==> src/hdl/shell_consts.svh <==
//////////////////////////////////////////////////////////////////////
// Core shell constants
// Widths, counts and reset values shared by the shell packages and RTL
//////////////////////////////////////////////////////////////////////

`ifndef SHELL_CONSTS_SVH
`define SHELL_CONSTS_SVH

// Datapath and register file
`define SHELL_XLEN        32
`define SHELL_RF_ADDR_W   5
`define SHELL_RF_NUM_REGS 32

// Scrambling key and nonce
`define SHELL_KEY_W       128
`define SHELL_NONCE_W     64
`define SHELL_KEY_RESET   128'h3a9f_52c1_e047_8bd6_1f25_c4a8_970e_6b3d
`define SHELL_NONCE_RESET 64'hd41c_86a7_0b5e_f293

// Outstanding data-side accesses, one load/store may split in two
`define SHELL_MAX_DSIDE   2

`endif

==> src/hdl/shell_bus_pkg.sv <==
//////////////////////////////////////////////////////////////////////
// Shell bus types
// Data bus handshake and register file access types
//////////////////////////////////////////////////////////////////////

`include "shell_consts.svh"

package shell_bus_pkg;

  // Data word and register index
  typedef logic [`SHELL_XLEN-1:0]      xlen_t;
  typedef logic [`SHELL_RF_ADDR_W-1:0] rf_addr_t;

  // Register file write port
  typedef struct packed {
    logic     we;
    rf_addr_t waddr;
    xlen_t    wdata;
  } rf_write_t;

  // Data-side bus control, as seen between core and memory
  typedef struct packed {
    logic req;
    logic gnt;
    logic rvalid;
  } dside_bus_t;

endpackage

==> src/hdl/shell_sec_pkg.sv <==
//////////////////////////////////////////////////////////////////////
// Shell security types
// Scrambling key material, alert outputs and wake sources
//////////////////////////////////////////////////////////////////////

`include "shell_consts.svh"

package shell_sec_pkg;

  // Instruction cache scrambling key and nonce
  typedef logic [`SHELL_KEY_W-1:0]   scr_key_t;
  typedef logic [`SHELL_NONCE_W-1:0] scr_nonce_t;

  // Alert classes
  typedef struct packed {
    logic minor;
    logic major_internal;
    logic major_bus;
  } alerts_t;

  // Anything that must keep the core awake
  typedef struct packed {
    logic debug_req;
    logic irq_pending;
    logic irq_nm;
  } wake_t;

endpackage

==> src/hdl/core_shell_top.sv <==
//////////////////////////////////////////////////////////////////////
// Core shell top
// Glue around the core: key handshake, regfile, tracker, status
//////////////////////////////////////////////////////////////////////

module core_shell_top (
  input  logic                      clk_i,
  input  logic                      rst_ni,
  // Scrambling key
  input  logic                      ic_scr_key_req_i,
  input  logic                      scr_key_valid_i,
  input  shell_sec_pkg::scr_key_t   scr_key_i,
  input  shell_sec_pkg::scr_nonce_t scr_nonce_i,
  output logic                      scr_req_o,
  output logic                      scr_key_valid_o,
  output shell_sec_pkg::scr_key_t   scr_key_o,
  output shell_sec_pkg::scr_nonce_t scr_nonce_o,
  // Register file
  input  shell_bus_pkg::rf_addr_t   raddr_a_i,
  input  shell_bus_pkg::rf_addr_t   raddr_b_i,
  input  shell_bus_pkg::rf_write_t  rf_write_i,
  output shell_bus_pkg::xlen_t      rdata_a_o,
  output shell_bus_pkg::xlen_t      rdata_b_o,
  // Data bus, status and alerts
  input  shell_bus_pkg::dside_bus_t dside_bus_i,
  input  logic                      core_busy_i,
  input  shell_sec_pkg::wake_t      wake_i,
  input  shell_sec_pkg::alerts_t    core_alerts_i,
  output logic                      core_sleep_o,
  output shell_sec_pkg::alerts_t    alerts_o
);

  logic bus_err;

  scramble_key_ctrl u_scramble_key_ctrl (
    .clk_i,
    .rst_ni,
    .ic_scr_key_req_i,
    .scr_key_valid_i,
    .scr_key_i,
    .scr_nonce_i,
    .scr_req_o,
    .scr_key_valid_o,
    .scr_key_o,
    .scr_nonce_o
  );

  register_file u_register_file (
    .clk_i,
    .rst_ni,
    .raddr_a_i,
    .raddr_b_i,
    .rf_write_i,
    .rdata_a_o,
    .rdata_b_o
  );

  dside_tracker u_dside_tracker (
    .clk_i,
    .rst_ni,
    .dside_bus_i,
    .bus_err_o (bus_err)
  );

  core_status u_core_status (
    .clk_i,
    .rst_ni,
    .core_busy_i,
    .wake_i,
    .core_alerts_i,
    .bus_err_i (bus_err),
    .core_sleep_o,
    .alerts_o
  );

endmodule

==> src/hdl/core_status.sv <==
//////////////////////////////////////////////////////////////////////
// Core status
// Busy register, sleep indication and alert merging
//////////////////////////////////////////////////////////////////////

module core_status (
  input  logic                   clk_i,
  input  logic                   rst_ni,
  input  logic                   core_busy_i,
  input  shell_sec_pkg::wake_t   wake_i,
  input  shell_sec_pkg::alerts_t core_alerts_i,
  input  logic                   bus_err_i,
  output logic                   core_sleep_o,
  output shell_sec_pkg::alerts_t alerts_o
);

  logic core_busy_q;

  always_ff @(posedge clk_i or negedge rst_ni) begin
    if (!rst_ni) begin
      core_busy_q <= 1'b0;
    end else begin
      core_busy_q <= core_busy_i;
    end
  end

  // Any wake source keeps the core running even when it is idle
  assign core_sleep_o = ~(core_busy_q | wake_i.debug_req |
                          wake_i.irq_pending | wake_i.irq_nm);

  // Tracker errors count as bus alerts
  always_comb begin
    alerts_o           = core_alerts_i;
    alerts_o.major_bus = core_alerts_i.major_bus | bus_err_i;
  end

endmodule

==> src/hdl/dside_tracker.sv <==
//////////////////////////////////////////////////////////////////////
// Data-side access tracker
// Counts outstanding data accesses and flags bus protocol violations
//////////////////////////////////////////////////////////////////////

`include "shell_consts.svh"

module dside_tracker (
  input  logic                      clk_i,
  input  logic                      rst_ni,
  input  shell_bus_pkg::dside_bus_t dside_bus_i,
  output logic                      bus_err_o
);

  // Slot 0 is the oldest pending access
  logic [`SHELL_MAX_DSIDE-1:0] pend_q, pend_shifted, pend_d;
  logic                        req_granted;
  logic                        rsp_unexpected;
  logic                        req_overflow;
  logic                        bus_err_q;

  assign req_granted = dside_bus_i.req & dside_bus_i.gnt;

  // A response retires the oldest access
  assign pend_shifted = dside_bus_i.rvalid ? (pend_q >> 1) : pend_q;

  // Granted request takes the lowest free slot after the shift.
  // With all slots full it is dropped, so the queue saturates
  always_comb begin
    logic placed;
    placed = 1'b0;
    pend_d = pend_shifted;
    for (int unsigned i = 0; i < `SHELL_MAX_DSIDE; i++) begin
      if (req_granted && !placed && !pend_shifted[i]) begin
        pend_d[i] = 1'b1;
        placed    = 1'b1;
      end
    end
  end

  ////////////////////////////////////////////////////////////////////
  // Protocol checks
  ////////////////////////////////////////////////////////////////////

  // Response with nothing outstanding
  assign rsp_unexpected = dside_bus_i.rvalid & ~pend_q[0];

  // New request while full, unless a slot frees up this cycle
  assign req_overflow = dside_bus_i.req & pend_q[`SHELL_MAX_DSIDE-1] &
                        ~dside_bus_i.rvalid;

  always_ff @(posedge clk_i or negedge rst_ni) begin
    if (!rst_ni) begin
      pend_q    <= '0;
      bus_err_q <= 1'b0;
    end else begin
      pend_q    <= pend_d;
      bus_err_q <= rsp_unexpected | req_overflow;
    end
  end

  assign bus_err_o = bus_err_q;

endmodule

==> src/hdl/register_file.sv <==
//////////////////////////////////////////////////////////////////////
// Register file
// Flip-flop storage, two read ports, one write port, x0 tied to zero
//////////////////////////////////////////////////////////////////////

`include "shell_consts.svh"

module register_file (
  input  logic                     clk_i,
  input  logic                     rst_ni,
  input  shell_bus_pkg::rf_addr_t  raddr_a_i,
  input  shell_bus_pkg::rf_addr_t  raddr_b_i,
  input  shell_bus_pkg::rf_write_t rf_write_i,
  output shell_bus_pkg::xlen_t     rdata_a_o,
  output shell_bus_pkg::xlen_t     rdata_b_o
);

  // Full view for the read muxes with x0 as the constant zero
  shell_bus_pkg::xlen_t            rf_reg   [`SHELL_RF_NUM_REGS-1:0];
  shell_bus_pkg::xlen_t            rf_reg_q [`SHELL_RF_NUM_REGS-1:1];
  logic [`SHELL_RF_NUM_REGS-1:1]   we_dec;

  ////////////////////////////////////////////////////////////////////
  // Write address decode
  ////////////////////////////////////////////////////////////////////

  always_comb begin
    for (int unsigned i = 1; i < `SHELL_RF_NUM_REGS; i++) begin
      we_dec[i] = rf_write_i.we &&
                  (rf_write_i.waddr == shell_bus_pkg::rf_addr_t'(i));
    end
  end

  ////////////////////////////////////////////////////////////////////
  // Storage
  ////////////////////////////////////////////////////////////////////

  // No flop for x0, so writes to it simply have no target
  for (genvar i = 1; i < `SHELL_RF_NUM_REGS; i++) begin : gen_rf_flops
    always_ff @(posedge clk_i or negedge rst_ni) begin
      if (!rst_ni) begin
        rf_reg_q[i] <= '0;
      end else if (we_dec[i]) begin
        rf_reg_q[i] <= rf_write_i.wdata;
      end
    end
  end

  assign rf_reg[0]                      = '0;
  assign rf_reg[`SHELL_RF_NUM_REGS-1:1] = rf_reg_q;

  ////////////////////////////////////////////////////////////////////
  // Read ports
  ////////////////////////////////////////////////////////////////////

  assign rdata_a_o = rf_reg[raddr_a_i];
  assign rdata_b_o = rf_reg[raddr_b_i];

endmodule

==> src/hdl/scramble_key_ctrl.sv <==
//////////////////////////////////////////////////////////////////////
// Scrambling key control
// Requests a fresh key on cache invalidate and holds key and nonce
//////////////////////////////////////////////////////////////////////

`include "shell_consts.svh"

module scramble_key_ctrl (
  input  logic                      clk_i,
  input  logic                      rst_ni,
  input  logic                      ic_scr_key_req_i,
  input  logic                      scr_key_valid_i,
  input  shell_sec_pkg::scr_key_t   scr_key_i,
  input  shell_sec_pkg::scr_nonce_t scr_nonce_i,
  output logic                      scr_req_o,
  output logic                      scr_key_valid_o,
  output shell_sec_pkg::scr_key_t   scr_key_o,
  output shell_sec_pkg::scr_nonce_t scr_nonce_o
);

  shell_sec_pkg::scr_key_t   key_q;
  shell_sec_pkg::scr_nonce_t nonce_q;
  logic                      key_valid_d, key_valid_q;
  logic                      req_d, req_q;

  // Valid follows the provider while a request is pending,
  // and drops as soon as the cache asks for a new key
  assign key_valid_d = req_q            ? scr_key_valid_i :
                       ic_scr_key_req_i ? 1'b0            :
                                          key_valid_q;

  // Request holds until the first valid key is seen
  assign req_d = req_q ? ~scr_key_valid_i : ic_scr_key_req_i;

  // Key material, loaded whenever the provider presents a key
  always_ff @(posedge clk_i or negedge rst_ni) begin
    if (!rst_ni) begin
      key_q   <= `SHELL_KEY_RESET;
      nonce_q <= `SHELL_NONCE_RESET;
    end else if (scr_key_valid_i) begin
      key_q   <= scr_key_i;
      nonce_q <= scr_nonce_i;
    end
  end

  // Handshake state, key counts as valid out of reset
  always_ff @(posedge clk_i or negedge rst_ni) begin
    if (!rst_ni) begin
      key_valid_q <= 1'b1;
      req_q       <= 1'b0;
    end else begin
      key_valid_q <= key_valid_d;
      req_q       <= req_d;
    end
  end

  assign scr_req_o       = req_q;
  assign scr_key_valid_o = key_valid_q;
  assign scr_key_o       = key_q;
  assign scr_nonce_o     = nonce_q;

endmodule

==> config.mk <==
export PLATFORM = sky130hd
export DESIGN_NAME = core_shell_top
export DESIGN_NICKNAME = d
export VERILOG_FILES = /design/src/hdl/shell_bus_pkg.sv /design/src/hdl/shell_sec_pkg.sv /design/src/hdl/core_shell_top.sv /design/src/hdl/core_status.sv /design/src/hdl/dside_tracker.sv /design/src/hdl/register_file.sv /design/src/hdl/scramble_key_ctrl.sv
export VERILOG_INCLUDE_DIRS = /design/src /design/src/hdl
export SDC_FILE = /design/constraint.sdc
export NUM_CORES = 2
export LEC_CHECK = 0
export BUFFER_PORTS_ARGS = -buffer_cell sky130_fd_sc_hd__buf_2
export CAP_MARGIN = 10
export CELL_PAD_IN_SITES_DETAIL_PLACEMENT = 0
export CELL_PAD_IN_SITES_GLOBAL_PLACEMENT = 2
export CORE_UTILIZATION = 40
export CTS_CLUSTER_SIZE = 24
export DETAILED_ROUTE_END_ITERATION = 8
export PLACE_DENSITY = 0.89
export SLEW_MARGIN = 15
export SYNTH_ARGS = -nofsm -noshare
export SYNTH_HDL_FRONTEND = slang
export SYNTH_HIERARCHICAL = 1
export SYNTH_SLANG_ARGS = --single-unit
==> constraint.sdc <==
create_clock -name clk_i -period 2.6 [get_ports clk_i]
set_clock_uncertainty 0.1 [all_clocks]
set_input_delay 0.52 -clock clk_i [delete_from_list [all_inputs] [get_ports clk_i]]
set_output_delay 0.52 -clock clk_i [all_outputs]
set_load 0.01 [all_outputs]
Word-level counts from Yosys, hierarchy flattened --
Cells that the tools add are included.
Operators by class: eq/ne operators 31, order comparisons 2, reductions and logical operators 38, bitwise logic cells 13, multiplexer cells 11
Operators with widths (number):
- 32-bit binary-select mux with 5-bit select | 2
- 5-bit == test (second input constant) | 16
- 32-bit 2-to-1 mux | 2
- 5-bit by 4-bit == test with 1-bit output (second input constant) | 8
- 1-bit logical AND | 34
- 5-bit by 3-bit == test with 1-bit output (second input constant) | 4
- 5-bit by 6-bit < comparator with 1-bit output (second input constant) | 2
- 5-bit by 2-bit == test with 1-bit output (second input constant) | 2
- 1-bit 2-to-1 mux | 6
- 5-bit by 1-bit == test with 1-bit output (second input constant) | 1
- 1-bit bitwise OR | 5
- 1-bit AND | 4
- 1-bit NOT | 4
- 1-bit zero test | 3
- 2-bit 2-to-1 mux | 1
- 2-bit nonzero test | 1
Storage, ports and cells: register bits 1190, input port bits 254, output and inout port bits 262, logic and storage cells 133

Longest topological paths before layout --
depth in word-level cells 8, gate-level depth with buffers 9, depth with buffers taken out 4

Hierarchy --
The synthesis kept the hierarchy.
Modules (own cells, without submodules):
- register_file | area each 53228.6 µm², sequential area each 24823.8 µm², instances 1, cells an instance 3639
- scramble_key_ctrl | area each 7990.2 µm², sequential area each 4976.0 µm², instances 1, cells an instance 412
- dside_tracker | area each 121.4 µm², sequential area each 75.1 µm², instances 1, cells an instance 10
- core_status | area each 58.8 µm², sequential area each 25.0 µm², instances 1, cells an instance 5

Worst setup path after synthesis --
Ideal clock, no wire load.
path kind input -> output, start input raddr_b_i[0], end output rdata_b_o[18], setup slack -0.032 ns, data arrival time 2.012 ns, buffers on the path 3, required time 1.980 ns, stages on the path 7, cells stage by stage buf_4 > buf_6 > buf_2 > mux4_2 > a22o_1 > o21ai_1 > o31ai_1
On the way: longest elaborated chain between the ends 2
Ends and longest elaborated chain:
- start: declaration | RTL line core_shell_top.sv:20 | input shell_bus_pkg::rf_addr_t raddr_b_i,
- 32-bit binary-select mux with 5-bit select | RTL line register_file.sv:57 | assign rdata_b_o = rf_reg[raddr_b_i];
- 32-bit 2-to-1 mux (implied by the code) | RTL line register_file.sv:57
- end: declaration | RTL line core_shell_top.sv:23 | output shell_bus_pkg::xlen_t rdata_b_o,
No other way between the ends. The select of a mux whose other input is x is not followed.

Worst setup path after layout --
start register u_register_file.rf_reg_q, in the netlist u_register_file/rf_reg[996], end output rdata_a_o[4]
On the way: longest elaborated chain between the ends 2
Ends and longest elaborated chain:
- start: declaration | RTL line register_file.sv:20 | shell_bus_pkg::xlen_t rf_reg_q [`SHELL_RF_NUM_REGS-1:1];
- start signal: indexed assignment | RTL line register_file.sv:44 | rf_reg_q[i] <= rf_write_i.wdata;
- 32-bit binary-select mux with 5-bit select | RTL line register_file.sv:56 | assign rdata_a_o = rf_reg[raddr_a_i];
- 32-bit 2-to-1 mux (implied by the code) | RTL line register_file.sv:56
- end: declaration | RTL line core_shell_top.sv:22 | output shell_bus_pkg::xlen_t rdata_a_o,
No other way between the ends. The select of a mux whose other input is x is not followed.

==> out/qor.yml <==
hold_path.class: "primary input to async pin"
io_buffers: 511
worst_pin_slew_ps: 661
ys_seq_area_share_pct: 48.7
cts_sinks: 1190
maxSlewHeadroom_pct: 55.9
cts-root-buf: "clkbuf_16"
grt_pass1_vias: 44700
core-area_um2: 152000
synth-async-reset-ratio_pct: 100
cp.required_ps: 1980
drc: 0
finalNonFillerCells: 7067
clk_latency_ps: 760
min_period_over_period_pct: 118
setup_tns_ps: -24580
holdWs_ps: 154
crit_fanout: 3
wl_per_cell_um: 28.4
intPower_mw: 40.7
setup_viol: 64
worstPathArrival_ps: 2460
die_h_um: 394
cp-start-kind: "register"
switching_share_pct: 27.5
p_switching_mw: 15.4
fin_crit_ps: 3080
seq_power_share_pct: 43.7
layout_common_cells: "1093 x dfrtp_1, 1069 x mux2_2, 490 x buf_2, 384 x mux4_2, 283 x buf_4"
p_leak_nw: 34.4
grt-ovfl-total: 0
num_vias: 42300
dp_hpwl_um: 133000
peakVddDrop_uv: 632
first_pass_iters: 6
io-pin-count: 516
clock.fmax_ghz: 0.325
grt_pass1_wl_um: 300000
cts_buffers: 138
synthDominantCellAreaShare_pct: 44.5
layout_commonest_cell: "dfrtp_1"
ys_ff_latch: 1190
synth_top_cell_by_area: "dfrtp_1"
clockBufferDepth: 3
finalHoldViolCount: 0
synth_warnings: 6
grt_max_degree: 72
synth_top_flop_cell: "dfrtp_1"
rsz0062_at_grt: "true"
die_w_um: 394
cp-end-kind: "primary output"
final_nets: 5174
crit_type: "register to primary output"
syn-num-nets: 4320
dp.cells: 6611
maxCapViolCount: 0
layout_setup_ws_ps: -479
grt_util_all_layers_pct: 25.8
synth-edff-count: 0
cpLargestDelayFamily: "compound AO/OA/AOI/OAI gates"
yosys-top-cells-area: "dfrtp_1 45%, mux2_2 20%, mux4_2 14%, dfstp_2 4.2%, mux2_4 3.9%"
combPwrFrac_pct: 21.9
area_delta_synth_final_pct: 25.9
final_layout_size_suffix_gt1_share_pct: 60.8
crit_slowest_cell: "mux4_2"
cts-htree-levels: 4
status: "finished, violations left"
path_cells: "mux4_2 > a22o_1 > o21ai_2 > o31ai_1 > buf_4 > buf_6"
power_density_nw_per_um2: 726
postPlaceCellArea_um2: 69700
fin_util_pct: 50.8
start_util_pct: 40.4
postSynthAreaPerCell_um2: 15.1
drt_wl_total_um: 201000
num-fill-cells: 12700
gp_routability_congestion: 0.906
stdcell_area_um2: 77300
max_stage_delay_ps: 500
row_count: 143
synthCells: 4066
path_buf_inv: 2
largest_register_ff_count: 992
final_antenna_net_count: 0
clock_power_share_pct: 34.4
synthesis.area_um2: 61400
antenna_found_initial: 25
drtIter0Drc: 3370
viasPerCell: 5.98
finalMaxSlewViolations: 0
violations: "setup timing"
clkTransAtPathRegs_ps: 60
die_area_um2: 155000
synth_cell_types: 39
cts_tree: "done"
metal layers:
layer	wire length [µm]	share of wire, %	global-route usage (%)
met1	82400	41	34.7
met2	93900	47	40.0
met3	17100	8.5	6.66
met4	7260	3.6	9.60
met5	66	0.033	0
cells by family (layout without fill, tap and decap cells):
group | count (synthesis) | in the layout | synth area share (%)
flops | 1190 | 1190 | 48.7
simple gates | 195 | 195 | 1.63
buf+inv | 435 | 1392 | 3.56
compound gates | 452 | 452 | 5.53
mux | 1794 | 1794 | 40.6
other cells | 0 | 14 | 0
per-stage QoR:
step | setup slack, ps | power [mW]
3_3_place_gp | -842 | 35.7
4_1_cts | -569 | 56.3
5_1_grt | -586 | 58.5
2_1_floorplan | -12.8 | 31.8
6_report | -479 | 56.1
3_5_place_dp | -805 | 36.2
Yosys cell counts (13+ instances only):
library cell,number
a211oi_1,64
a22o_1,193
and2_1,34
and3_1,32
buf_1,13
buf_2,140
buf_4,30
buf_6,34
clkbuf_1,213
dfrtp_1,1093
dfstp_2,97
mux2_1,21
mux2_2,1069
mux2_4,158
mux2i_1,162
mux4_2,384
nand2_1,80
nor2_1,16
o21ai_1,64
o22ai_1,64
o31ai_1,64
worst reg2reg max path: cells and delay by family (launching register included):
kind	cells	cell delay [ps]
buf+inv	1	550
simple gates	1	140
compound gates	1	250
flops	1	400
power by group through the flow:
stage | logic, mW | registers, mW | clock network, mW
after detailed placement | 11.5 | 24.7 | 0
final | 12.3 | 24.5 | 19.3
after floorplan | 7.88 | 24.0 | 0
after global placement | 11.2 | 24.5 | 0
after global routing | 13.1 | 24.9 | 20.5
after CTS | 12.2 | 24.4 | 19.7
worst paths after layout:
kind | start | to | slack, ps | cells past startpoint
max in group asynchronous | rst_ni | u_register_file/rf_reg[366] | 1240 | 3
min in group clk_i | scr_key_valid_i | u_scramble_key_ctrl/scr_key_o[74] | 160 | 2
hold / removal | rst_ni | u_register_file/rf_reg[37] | 150 | 2
setup / recovery | u_register_file/rf_reg[996] | rdata_a_o[4] | -480 | 6
setup reg to reg | u_dside_tracker/pend_q[0] | u_dside_tracker/pend_q[0] | 1050 | 3
hold reg to reg | u_scramble_key_ctrl/scr_key_o[10] | u_scramble_key_ctrl/scr_key_o[10] | 410 | 1
area by class of cell:
type                    count  area [µm²]  share of cell area (%)
multi-input cells        2441       30400                    39.4
flip-flops and latches   1190       29900                    38.7
repair buffers           1146        9860                    12.8
clock buffers             207        4130                    5.34
well taps                2030        2540                    3.29
clock inverters            36         364                   0.471
diodes                     14        35.0                  0.0453
inverters                   3        12.5                  0.0162
what timing repair did:
action                                  4_1_cts  5_1_grt
buffers inserted                             11        3
hold buffers                                200        0
resized for setup                           178       20
pin swaps                                   154       46
endpoints found under the hold margin       574        0
endpoints found under the setup margin       64       64
cloned                                        2        0
Note: power is estimated with default switching activity, not from simulation.
